`config.mk`:
```
export PLATFORM = sky130hd
export DESIGN_NAME = chk_timer_top
export DESIGN_NICKNAME = d
export VERILOG_FILES = /design/src/rtl/chk_cfg_pkg.sv /design/src/rtl/chk_part_pkg.sv /design/src/rtl/chk_countdown.sv /design/src/rtl/chk_lfsr.sv /design/src/rtl/chk_sched.sv /design/src/rtl/chk_timer_top.sv
export VERILOG_INCLUDE_DIRS = /design/src /design/src/rtl
export SDC_FILE = /design/constraint.sdc
export NUM_CORES = 1
export LEC_CHECK = 0
export BUFFER_PORTS_ARGS = -buffer_cell sky130_fd_sc_hd__clkbuf_2
export CAP_MARGIN = 30
export CORE_MARGIN = 1
export CORE_UTILIZATION = 45
export DETAILED_ROUTE_END_ITERATION = 10
export PLACE_DENSITY_LB_ADDON = 0.08
export SLEW_MARGIN = 10
export SYNTH_ARGS = -nofsm -noshare
export SYNTH_HDL_FRONTEND = slang
export SYNTH_SLANG_ARGS = --single-unit
```
`constraint.sdc`:
```
create_clock -name clk_i -period 4.4 [get_ports clk_i]
set_input_delay 0.88 -clock clk_i [delete_from_list [all_inputs] [get_ports clk_i]]
set_output_delay 0.88 -clock clk_i [all_outputs]
set_load 0.05 [all_outputs]
```
`src/rtl/chk_timer_macros.svh`:
```
// Check timer build constants: partition count, LFSR width, seed, taps, reseed threshold
`ifndef CHK_TIMER_MACROS_SVH
`define CHK_TIMER_MACROS_SVH

////////////////////////////////////////////////////////////////////////////
// Partitions
////////////////////////////////////////////////////////////////////////////

// Number of partitions that take part in every check
`define CHK_NUM_PART 4

////////////////////////////////////////////////////////////////////////////
// Wait period LFSR
////////////////////////////////////////////////////////////////////////////

// State width, also the width of the entropy word
`define CHK_LFSR_W 32
// Reset state, must be nonzero
`define CHK_LFSR_SEED 32'h5A3C_96E1
// Galois feedback mask for a right-shifting register, maximal length
`define CHK_LFSR_TAPS 32'hB4BC_D35C
// Draws allowed before fresh entropy is requested
`define CHK_RESEED_THRESH 8

`endif

```
`src/rtl/chk_cfg_pkg.sv`:
```
// Configuration and entropy source types that enter the check timer from outside
`include "chk_timer_macros.svh"

package chk_cfg_pkg;

  ////////////////////////////////////////////////////////////////////////////
  // Software configuration
  ////////////////////////////////////////////////////////////////////////////

  // Quasi-static, written by software before the timer is enabled
  // Zero mask disables that periodic timer, zero timeout disables the timeout
  typedef struct packed {
    logic        timer_en;
    logic [31:0] timeout;
    logic [31:0] integ_msk;
    logic [31:0] cnsty_msk;
  } chk_cfg_t;

  ////////////////////////////////////////////////////////////////////////////
  // Entropy source response
  ////////////////////////////////////////////////////////////////////////////

  // Data is only valid in the cycle where ack is high
  typedef struct packed {
    logic                   ack;
    logic [`CHK_LFSR_W-1:0] data;
  } edn_rsp_t;

endpackage

```
`src/rtl/chk_part_pkg.sv`:
```
// Partition request and ack vectors and the sparse scheduler state encoding
`include "chk_timer_macros.svh"

package chk_part_pkg;

  // One bit per partition
  typedef logic [`CHK_NUM_PART-1:0] part_vec_t;

  // Same layout for requests towards and acks from the partitions
  typedef struct packed {
    part_vec_t integ;
    part_vec_t cnsty;
  } chk_req_t;

  ////////////////////////////////////////////////////////////////////////////
  // Scheduler states
  ////////////////////////////////////////////////////////////////////////////

  // Sparse encoding, pairwise Hamming distance of at least four
  typedef enum logic [8:0] {
    ResetSt     = 9'b101001100,
    IdleSt      = 9'b010110100,
    IntegWaitSt = 9'b100111011,
    CnstyWaitSt = 9'b011000011,
    ErrorSt     = 9'b110000101
  } sched_state_e;

endpackage

```
`src/rtl/chk_countdown.sv`:
```
// Loadable down-counter with pause and zero flag for the check timers
`timescale 1ns/10ps

module chk_countdown (
  input  logic        clk_i,
  input  logic        rst_ni,
  input  logic        load_i,
  input  logic [31:0] load_val_i,
  input  logic        pause_i,
  output logic        zero_o
);

  logic [31:0] cnt_d, cnt_q;

  assign zero_o = (cnt_q == '0);

  ////////////////////////////////////////////////////////////////////////////
  // Counter
  ////////////////////////////////////////////////////////////////////////////

  // Load wins over counting and the count stops at zero
  always_comb begin
    cnt_d = cnt_q;
    if (load_i) begin
      cnt_d = load_val_i;
    end else if (!zero_o && !pause_i) begin
      cnt_d = cnt_q - 1'b1;
    end
  end

  // Starts expired so an enabled timer fires right away
  always_ff @(posedge clk_i or negedge rst_ni) begin
    if (!rst_ni) begin
      cnt_q <= '0;
    end else begin
      cnt_q <= cnt_d;
    end
  end

  // A wrap would show as a rise of the count without a load
  no_wrap_a: assert property (@(posedge clk_i) disable iff (!rst_ni)
    !load_i |=> (cnt_q <= $past(cnt_q)));

endmodule

```
`src/rtl/chk_lfsr.sv`:
```
// Galois LFSR with draw counter, entropy reseed request and reseed merge
`timescale 1ns/10ps
`include "chk_timer_macros.svh"

module chk_lfsr
  import chk_cfg_pkg::*;
(
  input  logic                   clk_i,
  input  logic                   rst_ni,
  input  logic                   draw_i,
  input  edn_rsp_t               edn_rsp_i,
  output logic                   edn_req_o,
  output logic [`CHK_LFSR_W-1:0] state_o
);

  localparam int CntW = $clog2(`CHK_RESEED_THRESH + 1);

  logic [`CHK_LFSR_W-1:0] state_d, state_q;
  logic [`CHK_LFSR_W-1:0] stepped, merged;
  logic [CntW-1:0]        cnt_d, cnt_q;
  logic                   reseed;

  ////////////////////////////////////////////////////////////////////////////
  // Draw counter and reseed request
  ////////////////////////////////////////////////////////////////////////////

  // Request stays up until the entropy source answers
  assign edn_req_o = (cnt_q >= CntW'(`CHK_RESEED_THRESH));
  assign reseed    = edn_req_o & edn_rsp_i.ack;

  // Draws during an outstanding request are not counted
  always_comb begin
    cnt_d = cnt_q;
    if (reseed) begin
      cnt_d = '0;
    end else if (draw_i && !edn_req_o) begin
      cnt_d = cnt_q + 1'b1;
    end
  end

  ////////////////////////////////////////////////////////////////////////////
  // State update
  ////////////////////////////////////////////////////////////////////////////

  // Right shift, taps folded in when the bit shifted out is set
  assign stepped = !draw_i    ? state_q :
                   state_q[0] ? ((state_q >> 1) ^ `CHK_LFSR_TAPS) :
                                (state_q >> 1);

  assign merged = stepped ^ edn_rsp_i.data;

  // An all-zero merge would lock up, fall back to the seed
  always_comb begin
    state_d = stepped;
    if (reseed) begin
      state_d = (merged == '0) ? `CHK_LFSR_SEED : merged;
    end
  end

  always_ff @(posedge clk_i or negedge rst_ni) begin
    if (!rst_ni) begin
      state_q <= `CHK_LFSR_SEED;
      cnt_q   <= '0;
    end else begin
      state_q <= state_d;
      cnt_q   <= cnt_d;
    end
  end

  assign state_o = state_q;

  // Zero state would stall all periodic draws
  state_nonzero_a: assert property (@(posedge clk_i) disable iff (!rst_ni)
    state_q != '0);

endmodule

```
`src/rtl/chk_sched.sv`:
```
// Check scheduler FSM: triggers, periodic timers, partition requests, timeout and error
`timescale 1ns/10ps

module chk_sched
  import chk_cfg_pkg::*;
  import chk_part_pkg::*;
(
  input  logic        clk_i,
  input  logic        rst_ni,
  input  chk_cfg_t    cfg_i,
  input  logic        integ_trig_i,
  input  logic        cnsty_trig_i,
  input  logic        prog_busy_i,
  input  logic        escalate_i,
  input  chk_req_t    chk_ack_i,
  input  logic        integ_zero_i,
  input  logic        cnsty_zero_i,
  input  logic [31:0] lfsr_state_i,
  output logic        draw_o,
  output logic        integ_load_o,
  output logic        cnsty_load_o,
  output logic        cnsty_pause_o,
  output logic [31:0] load_val_o,
  output chk_req_t    chk_req_o,
  output logic        chk_pending_o,
  output logic        chk_timeout_o,
  output logic        fsm_err_o
);

  sched_state_e state_d, state_q;
  chk_req_t     req_d, req_q;
  logic         integ_trig_d, integ_trig_q, cnsty_trig_d, cnsty_trig_q;
  logic         clr_integ_trig, clr_cnsty_trig, set_integ, set_cnsty;
  logic         timeout_d, timeout_q, timeout_off, integ_off, cnsty_off;

  assign timeout_off = (cfg_i.timeout == '0);
  assign integ_off   = (cfg_i.integ_msk == '0);
  assign cnsty_off   = (cfg_i.cnsty_msk == '0);

  ////////////////////////////////////////////////////////////////////////////
  // Trigger latches and request vectors
  ////////////////////////////////////////////////////////////////////////////

  // One-off strobes are held until the FSM takes them
  assign integ_trig_d = (integ_trig_q & ~clr_integ_trig) | integ_trig_i;
  assign cnsty_trig_d = (cnsty_trig_q & ~clr_cnsty_trig) | cnsty_trig_i;

  // All bits set together, each cleared by its own ack
  assign req_d.integ = set_integ ? '1 : (req_q.integ & ~chk_ack_i.integ);
  assign req_d.cnsty = set_cnsty ? '1 : (req_q.cnsty & ~chk_ack_i.cnsty);

  ////////////////////////////////////////////////////////////////////////////
  // FSM
  ////////////////////////////////////////////////////////////////////////////

  always_comb begin
    state_d        = state_q;
    timeout_d      = timeout_q;
    draw_o         = 1'b0;
    integ_load_o   = 1'b0;
    cnsty_load_o   = 1'b0;
    cnsty_pause_o  = 1'b0;
    load_val_o     = cfg_i.timeout;
    set_integ      = 1'b0;
    set_cnsty      = 1'b0;
    clr_integ_trig = 1'b0;
    clr_cnsty_trig = 1'b0;
    chk_pending_o  = integ_trig_q | cnsty_trig_q;
    fsm_err_o      = 1'b0;
    case (state_q)
      // Held here until software enables the timer, first draw on exit
      ResetSt: begin
        if (cfg_i.timer_en) begin
          state_d = IdleSt;
          draw_o  = 1'b1;
        end
      end
      // Integrity first when both are due; entry loads the timeout
      IdleSt: begin
        if ((!integ_off && integ_zero_i) || integ_trig_q) begin
          state_d        = IntegWaitSt;
          integ_load_o   = 1'b1;
          set_integ      = 1'b1;
          clr_integ_trig = integ_trig_q;
        end else if ((!cnsty_off && cnsty_zero_i) || cnsty_trig_q) begin
          state_d        = CnstyWaitSt;
          cnsty_load_o   = 1'b1;
          set_cnsty      = 1'b1;
          clr_cnsty_trig = cnsty_trig_q;
        end
      end
      IntegWaitSt: begin
        chk_pending_o = 1'b1;
        if (!timeout_off && integ_zero_i) begin
          state_d   = ErrorSt;
          timeout_d = 1'b1;
        end else if (req_q.integ == '0) begin
          // Done, draw the next wait period
          state_d      = IdleSt;
          draw_o       = 1'b1;
          integ_load_o = 1'b1;
          load_val_o   = lfsr_state_i & cfg_i.integ_msk;
        end
      end
      CnstyWaitSt: begin
        chk_pending_o = 1'b1;
        // Programming competes for the array, so the timeout holds
        cnsty_pause_o = prog_busy_i;
        if (!timeout_off && cnsty_zero_i) begin
          state_d   = ErrorSt;
          timeout_d = 1'b1;
        end else if (req_q.cnsty == '0) begin
          state_d      = IdleSt;
          draw_o       = 1'b1;
          cnsty_load_o = 1'b1;
          load_val_o   = lfsr_state_i & cfg_i.cnsty_msk;
        end
      end
      // Terminal, pending triggers are dropped
      ErrorSt: begin
        clr_integ_trig = 1'b1;
        clr_cnsty_trig = 1'b1;
        chk_pending_o  = 1'b0;
        fsm_err_o      = !timeout_q;
      end
      default: begin
        state_d   = ErrorSt;
        fsm_err_o = 1'b1;
      end
    endcase

    // Escalation overrides everything
    if (escalate_i) begin
      state_d   = ErrorSt;
      fsm_err_o = 1'b1;
    end
  end

  always_ff @(posedge clk_i or negedge rst_ni) begin
    if (!rst_ni) begin
      state_q      <= ResetSt;
      req_q        <= '0;
      timeout_q    <= 1'b0;
      integ_trig_q <= 1'b0;
      cnsty_trig_q <= 1'b0;
    end else begin
      state_q      <= state_d;
      req_q        <= req_d;
      timeout_q    <= timeout_d;
      integ_trig_q <= integ_trig_d;
      cnsty_trig_q <= cnsty_trig_d;
    end
  end

  assign chk_req_o     = req_q;
  assign chk_timeout_o = timeout_q;

  ////////////////////////////////////////////////////////////////////////////
  // Assertions
  ////////////////////////////////////////////////////////////////////////////

  // Idle is only reached once every partition has answered
  idle_no_req_a: assert property (@(posedge clk_i) disable iff (!rst_ni)
    (state_q == IdleSt) |-> (req_q == '0));

  state_legal_a: assert property (@(posedge clk_i) disable iff (!rst_ni)
    state_q inside {ResetSt, IdleSt, IntegWaitSt, CnstyWaitSt, ErrorSt});

endmodule

```
`src/rtl/chk_timer_top.sv`:
```
// Check timer top level: LFSR, integrity and consistency countdowns, scheduler
`timescale 1ns/10ps
`include "chk_timer_macros.svh"

module chk_timer_top
  import chk_cfg_pkg::*;
  import chk_part_pkg::*;
(
  input  logic     clk_i,
  input  logic     rst_ni,
  input  chk_cfg_t cfg_i,
  input  logic     integ_trig_i,
  input  logic     cnsty_trig_i,
  input  logic     prog_busy_i,
  input  logic     escalate_i,
  input  edn_rsp_t edn_rsp_i,
  input  chk_req_t chk_ack_i,
  output chk_req_t chk_req_o,
  output logic     edn_req_o,
  output logic     chk_pending_o,
  output logic     chk_timeout_o,
  output logic     fsm_err_o
);

  logic [`CHK_LFSR_W-1:0] lfsr_state;
  logic [31:0]            load_val;
  logic                   draw, integ_load, cnsty_load, cnsty_pause;
  logic                   integ_zero, cnsty_zero;

  ////////////////////////////////////////////////////////////////////////////
  // Wait period source and countdowns
  ////////////////////////////////////////////////////////////////////////////

  chk_lfsr u_lfsr (
    .clk_i     (clk_i),
    .rst_ni    (rst_ni),
    .draw_i    (draw),
    .edn_rsp_i (edn_rsp_i),
    .edn_req_o (edn_req_o),
    .state_o   (lfsr_state)
  );

  // Integrity timeout never pauses
  chk_countdown u_integ_cnt (
    .clk_i      (clk_i),
    .rst_ni     (rst_ni),
    .load_i     (integ_load),
    .load_val_i (load_val),
    .pause_i    (1'b0),
    .zero_o     (integ_zero)
  );

  chk_countdown u_cnsty_cnt (
    .clk_i      (clk_i),
    .rst_ni     (rst_ni),
    .load_i     (cnsty_load),
    .load_val_i (load_val),
    .pause_i    (cnsty_pause),
    .zero_o     (cnsty_zero)
  );

  ////////////////////////////////////////////////////////////////////////////
  // Scheduler
  ////////////////////////////////////////////////////////////////////////////

  chk_sched u_sched (
    .clk_i         (clk_i),
    .rst_ni        (rst_ni),
    .cfg_i         (cfg_i),
    .integ_trig_i  (integ_trig_i),
    .cnsty_trig_i  (cnsty_trig_i),
    .prog_busy_i   (prog_busy_i),
    .escalate_i    (escalate_i),
    .chk_ack_i     (chk_ack_i),
    .integ_zero_i  (integ_zero),
    .cnsty_zero_i  (cnsty_zero),
    .lfsr_state_i  (lfsr_state),
    .draw_o        (draw),
    .integ_load_o  (integ_load),
    .cnsty_load_o  (cnsty_load),
    .cnsty_pause_o (cnsty_pause),
    .load_val_o    (load_val),
    .chk_req_o     (chk_req_o),
    .chk_pending_o (chk_pending_o),
    .chk_timeout_o (chk_timeout_o),
    .fsm_err_o     (fsm_err_o)
  );

endmodule

```
Word level (Yosys, flattened, before mapping)

Cells that the tools add are included.

Add/sub/neg operators: 3
Order comparisons: 1
Eq/ne operators: 13
Mux-type cells: 51
Bitwise gates (word level): 16
Reductions and logical operators: 30

Operators by type and width:

| kind                  | number |
|---|---|
| $mux 32               | 12 |
| $logic_not 32->1      | 6 |
| $mux 9                | 8 |
| $and 32x32->32        | 2 |
| $pmux 32 s2           | 1 |
| $sub 32x1->32 const B | 2 |
| $pmux 9 s5            | 1 |
| $xor 32x32->32        | 1 |
| $eq 9x9->1 const B    | 3 |
| $eq 9x8->1 const B    | 2 |
| $not 17->18           | 1 |
| $mux 1                | 17 |
| $mux 4                | 4 |
| $pmux 1 s2            | 7 |
| $ne 4x2->1 const B    | 3 |
| $and 4x4->4           | 2 |
| $logic_not 4->1       | 2 |
| $not 4->4             | 2 |
| $logic_not 1->1       | 7 |
| $logic_and 1x1->1     | 6 |
| $reduce_bool 2->1     | 3 |
| $reduce_and 5->1      | 1 |
| $add 4x1->4 const B   | 1 |
| $ge 4x4->1 const B    | 1 |
| 11 further kinds      | 19 |

Register bits: 120
Input port bits: 144
Logic and storage cells: 124
Output and inout bits: 12

Longest topological paths before layout

Depth in word-level cells: 10
Depth in mapped cells: 15
Mapped depth without buffers: 13

Cells and area by module

A second synthesis with hierarchy kept.

Cell total of the unflattened synthesis: 1082
Area, all modules: 9207.6 um2

Modules (own cells, without submodules):

| module        | seq. area each (um2) | area each (um2) | times used | cells each |
|---|---|---|---|---|
| chk_countdown | 800.8                | 2077.0          | 2          | 236 |
| chk_lfsr      | 920.9                | 2887.8          | 1          | 324 |
| chk_sched     | 480.5                | 2162.1          | 1          | 285 |
| chk_timer_top | 0.0                  | 3.8             | 1          | 1 |

Worst setup path after synthesis

No wires, ideal clock.

Kind: reg-to-reg
Start: register u_cnsty_cnt.cnt_q[18]
End: register u_lfsr.state_q[10] (netlist: u_lfsr.state_o[10])
Data required time: 4340 ps
Setup time: 60 ps
Arrival time: 3747 ps
Buffers on the path: 3
Cell stages (with the launch flop): 14
Period minus slack after synthesis: 3806 ps
Setup slack: 594 ps
Path through: dfrtp_1 -> or4_4 -> or4_4 -> buf_6 -> or4_4 -> o21a_1 -> buf_6 -> nor3_4 -> mux2i_1 -> xor2_1 -> and4_4 -> nand4_4 -> buf_12 -> nand2_2

Longest elaborated chain between the ends: 9

Ends and longest elaborated chain:

| element                  | RTL line            | text |
|---|---|---|
| start: declaration       | chk_countdown.sv:13 | `logic [31:0] cnt_d, cnt_q;` |
| start signal: assignment | chk_countdown.sv:36 | `cnt_q <= cnt_d;` |
| $logic_not 32->1 (*)     | chk_countdown.sv:15 | `assign zero_o = (cnt_q == '0);` |
| $logic_and 1x1->1 (*)    | chk_sched.sv:109    | `if (!timeout_off && cnsty_zero_i) begin` |
| $mux 1 (*)               | chk_sched.sv:109    |  |
| $pmux 1 s3 (*)           | chk_sched.sv:70     | `case (state_q)` |
| $mux 32 (*)              | chk_lfsr.sv:46      | `assign stepped = !draw_i ? state_q :` |
| $xor 32x32->32           | chk_lfsr.sv:50      | `assign merged = stepped ^ edn_rsp_i.data;` |
| $logic_not 32->1         | chk_lfsr.sv:56      | `` state_d = (merged == '0) ? `CHK_LFSR_SEED : merged; `` |
| $mux 32                  | chk_lfsr.sv:56      |  |
| $mux 32 (*)              | chk_lfsr.sv:55      | `if (reseed) begin` |
| net u_lfsr.state_d[10]   | chk_lfsr.sv:18      | `` logic [`CHK_LFSR_W-1:0] state_d, state_q; `` |
| end signal: assignment   | chk_lfsr.sv:62      | `` state_q <= `CHK_LFSR_SEED; `` |
| end signal: assignment   | chk_lfsr.sv:65      | `state_q <= state_d;` |
| end: declaration         | chk_lfsr.sv:18      |  |

The timed path passes the listed nets; every way through them passes the cells marked *.
A chain may end at the register's enable or synchronous reset.

Final worst setup path

Start: register u_cnsty_cnt.cnt_q[18]
End: register u_lfsr.state_q[30] (netlist: u_lfsr.state_o[30])

The elaborated chain is that of the path after synthesis.

==> impl_metrics.sql <==
INSERT INTO impl_metrics (metric_group, metric, value, unit) VALUES
('global_routing', 'antenna_found_initial', '0', ''),
('floorplan', 'die_width', '137', 'um'),
('layout', 'most_common_cell_after_layout_fill_and_taps_aside', 'sky130_fd_sc_hd__clkbuf_2', ''),
('drt', 'dr.pass1.iters', '6', ''),
('synthesis', 'synthDistinctLibCells', '67', ''),
('timing', 'final.period_utilization', '0.947', ''),
('clocking', 'worstSkewPairLatency', '0.43', 'ns'),
('worst_setup_path', 'setup.worst_path.end_class', 'flop', ''),
('layout', 'share_of_layout_cells_above_drive_strength_1', '0.233', ''),
('floorplan', 'core', '18000', 'um2'),
('worst_setup_path', 'critical_path.max_stage_delay', '0.60', 'ns'),
('power_and_ir_drop', 'power.static_leakage', '4.52', 'nW'),
('drt', 'detail_route.iter0.violations', '713', ''),
('run_status', 'outcome', 'finished clean', ''),
('synthesis', 'synth_enable_flop_cells', '0', ''),
('min_path', 'hold_path.class', 'flop to flop', ''),
('drt', 'vias', '7991', ''),
('layout', 'final_net_count', '1290', ''),
('synthesis', 'asr_flop_ratio_synth', '1.00', ''),
('floorplan', 'standard_cell_rows', '49', ''),
('timing', 'timing.final.max_slew_violations', '0', ''),
('clocking', 'postCtsResizedCells', '0', ''),
('global_routing', 'grt_max_degree', '62', ''),
('timing', 'minimum_clock_period', '4.17', 'ns'),
('run', 'cap_violations', '0', ''),
('clocking', 'cts_root_buf', 'sky130_fd_sc_hd__clkbuf_16', ''),
('clocking', 'postCtsSetupRepairBufs', '0', ''),
('worst_setup_path', 'critical_path_type', 'flop to flop', ''),
('synthesis', 'synthesis.yosys.warnings', '0', ''),
('timing', 'setup_repair_after_global_routing_missed_its_margin', 'no', ''),
('global_routing', 'grt_pass1_wl', '41.8', 'mm'),
('timing', 'setup_viol', '0', ''),
('drt', 'route.final.wire_length', '27.7', 'mm'),
('placement', 'port-buffer-count', '155', ''),
('power_and_ir_drop', 'irDropWorstVdd', '0.285', 'mV'),
('drt', 'average_wire_length_per_cell_after_detail_routing', '20.0', 'um'),
('clocking', 'htreeDepth', '4', ''),
('synthesis', 'synth_sequential_area_ratio', '0.364', ''),
('clocking', 'ctsLongestPathBuffers', '2', ''),
('timing', 'timing.final.hold_violations', '0', ''),
('drt', 'drc', '0', ''),
('timing', 'tightest_slew', '0.721', 'ns'),
('global_routing', 'grt_overflow_total', '0', ''),
('layout', 'most-common-layout-cells', 'sky130_fd_sc_hd__clkbuf_2 (154), sky130_fd_sc_hd__nor2_1 (107), sky130_fd_sc_hd__a21oi_1 (105)', ''),
('clocking', 'path_clk_slew', '0.06', 'ns'),
('timing', 'setup_total_negative_slack', '0', 'ns'),
('synthesis', 'avgSynthCellArea', '8.42', 'um2'),
('floorplan', 'area_of_the_die', '18900', 'um2'),
('worst_setup_path', 'critical_path_peak_fanout', '16', ''),
('layout', 'areaGrowthSynthToFinish', '20.0', '%'),
('clocking', 'cts_tree', 'yes', ''),
('floorplan', 'starting_density_of_the_core', '0.459', ''),
('floorplan', 'io_pins', '156', ''),
('drt', 'drt-vias-per-instance', '5.78', ''),
('placement', 'globalplace.congestion', '0.927', ''),
('worst_setup_path', 'timing.critical_path.mode_cell', 'sky130_fd_sc_hd__or4_4', ''),
('layout', 'inserted_diodes', '0', ''),
('worst_setup_path', 'critPathSlowestCell', 'sky130_fd_sc_hd__nor4_1', ''),
('worst_setup_path', 'critical_path.startpoint_type', 'flop', ''),
('synthesis', 'yosys_register_bits', '119', ''),
('synthesis', 'syn-instance-count', '979', ''),
('placement', 'detail_placement_hpwl', '21.6', 'mm'),
('worst_setup_path', 'crit_path_cell_trace', 'or4_4 -> or4_4 -> buf_4 -> nor4_1 -> a211o_1 -> a31oi_1 -> o21ai_0 -> nand4b_1 -> nor4_4 -> nand4_4 -> nand2_1', ''),
('timing', 'fmax', '0.240', 'GHz'),
('drt', 'detail-route-antenna-nets', '0', ''),
('clocking', 'hold_buffers', '0', ''),
('floorplan', 'chipHeight', '137', 'um'),
('worst_setup_path', 'worstPathArrival', '4.52', 'ns'),
('synthesis', 'synth_flop_cell', 'sky130_fd_sc_hd__dfrtp_1', ''),
('clocking', 'cts_made_buffers', '17', ''),
('timing', 'post_route_skew', '0.00858', 'ns'),
('power_and_ir_drop', 'power.density', '303', 'nW/um2'),
('power_and_ir_drop', 'report.power.total', '3.00', 'mW'),
('synthesis', 'syn-cell-area', '8250', 'um2'),
('timing', 'timing.slew.headroom', '0.519', ''),
('clocking', 'cts_num_sinks', '119', ''),
('global_routing', 'first_global_vias', '7439', ''),
('global_routing', 'total_global_route_track_usage', '0.304', ''),
('synthesis', 'synth.net_count', '1129', ''),
('worst_setup_path', 'worst-endpoint-required', '4.76', 'ns');
## path summary, 6_finish.rpt
check | start | endpoint | slack [ns] | cells after the start
min in group asynchronous | rst_ni | u_integ_cnt.cnt_q[6] | 0.50 | 1
max in group asynchronous | rst_ni | u_sched.state_q[6] | 3.04 | 2
min reg2reg | u_sched.chk_timeout_o | u_sched.chk_timeout_o | 0.49 | 2
max | u_cnsty_cnt.cnt_q[18] | u_lfsr.state_o[30] | 0.23 | 11
max reg2reg | u_cnsty_cnt.cnt_q[18] | u_lfsr.state_o[30] | 0.23 | 11
min | u_sched.chk_timeout_o | u_sched.chk_timeout_o | 0.49 | 2
## cells by family (layout without fill, tap and decap cells)
kind of cell | count (synthesis) | count (layout) | share of synthesized area
AO/OA/AOI/OAI | 212 | 212 | 0.156
XOR/XNOR | 131 | 131 | 0.139
adder cells (fa/ha/maj) | 6 | 6 | 0.00910
buffers and inverters | 74 | 248 | 0.0384
flip-flops | 119 | 119 | 0.364
multiplexers | 23 | 23 | 0.0284
AND/OR/NAND/NOR | 414 | 414 | 0.265
## metal layers
layer / wire, um / track usage / up-vias
met3: 1550 / 0.0533 / 43
met5: 0 / 0 / -
li1: - / - / 3810
met1: 12300 / 0.415 / 3851
met2: 13100 / 0.483 / 287
met4: 711 / 0.106 / 0
## report_power, final
group,switching [mW],internal [mW]
clock network,0.552,0.780
logic,0.227,0.177
registers,0.0825,1.18
total,0.862,2.14
## synthesized netlist by cell type (3+ instances only)
master | instances | area [um2]
sky130_fd_sc_hd__a21oi_1 | 106 | 531
sky130_fd_sc_hd__a22oi_1 | 33 | 248
sky130_fd_sc_hd__a31oi_1 | 9 | 56.3
sky130_fd_sc_hd__and2_1 | 5 | 31.3
sky130_fd_sc_hd__and3_1 | 5 | 31.3
sky130_fd_sc_hd__and4_1 | 3 | 26.3
sky130_fd_sc_hd__buf_6 | 3 | 33.8
sky130_fd_sc_hd__clkbuf_1 | 35 | 131
sky130_fd_sc_hd__dfrtp_1 | 99 | 2480
sky130_fd_sc_hd__dfstp_2 | 20 | 526
sky130_fd_sc_hd__ha_1 | 6 | 75.1
sky130_fd_sc_hd__inv_1 | 33 | 124
sky130_fd_sc_hd__mux2_2 | 3 | 33.8
sky130_fd_sc_hd__mux2i_1 | 20 | 200
sky130_fd_sc_hd__nand2_1 | 83 | 312
sky130_fd_sc_hd__nand2_2 | 10 | 62.6
sky130_fd_sc_hd__nand2b_1 | 9 | 56.3
sky130_fd_sc_hd__nand3_1 | 15 | 75.1
sky130_fd_sc_hd__nand4_1 | 14 | 87.6
sky130_fd_sc_hd__nand4b_1 | 5 | 43.8
sky130_fd_sc_hd__nor2_1 | 108 | 405
sky130_fd_sc_hd__nor2b_1 | 30 | 188
sky130_fd_sc_hd__nor3_1 | 32 | 160
sky130_fd_sc_hd__nor3b_1 | 4 | 30.0
sky130_fd_sc_hd__nor4_1 | 52 | 325
sky130_fd_sc_hd__o21a_1 | 8 | 60.1
sky130_fd_sc_hd__o21ai_0 | 25 | 125
sky130_fd_sc_hd__o21bai_1 | 4 | 30.0
sky130_fd_sc_hd__o31ai_1 | 3 | 22.5
sky130_fd_sc_hd__or2_2 | 4 | 25.0
sky130_fd_sc_hd__or3_1 | 10 | 62.6
sky130_fd_sc_hd__or4_1 | 9 | 67.6
sky130_fd_sc_hd__or4_4 | 3 | 33.8
sky130_fd_sc_hd__xnor2_1 | 63 | 552
sky130_fd_sc_hd__xor2_1 | 68 | 596
## worst max-delay path, delay by kind of cell, from the launching register on
kind | cells | cell delay, ns
AOI/OAI and AO/OA | 3 | 0.76
DFF | 1 | 0.42
buffers and inverters | 1 | 0.19
and+or+nand+nor | 7 | 2.71
## final cells by class
class                           instances  area [um2]
Fill cell                            1729        8070
Multi-Input combinational cell        786        4940
Sequential cell                       119        3000
Timing Repair Buffer                  183         988
Clock buffer                           19         433
Tap cell                              229         287
Clock inverter                         13         126
Inverter                               33         124
## state kept, by name, summed over array words and instances, names as in the netlist
name,flops
u_integ_cnt.cnt_q,32
u_sched.state_q,8
u_sched.chk_timeout_o,1
u_sched.cnsty_trig_q,1
u_lfsr.state_o,32
u_cnsty_cnt.cnt_q,32
u_lfsr.cnt_q,4
u_sched.integ_trig_q,1
u_sched.chk_req_o,8
## stage by stage
stage               hold slack, ns  instance area (um2)  cells   util  setup WS, ns
floorplan                    0.474                 8250    979      -         0.594
global placement             0.462                 9340   1350  0.520         0.298
detailed placement           0.474                 9340   1350  0.520         0.268
CTS                          0.489                 9900   1382  0.551         0.249
global route                 0.523                 9900   1382  0.551        0.0320
finish                       0.492                 9900   1382  0.551         0.233
Note: power is estimated with default switching activity, not from simulation.
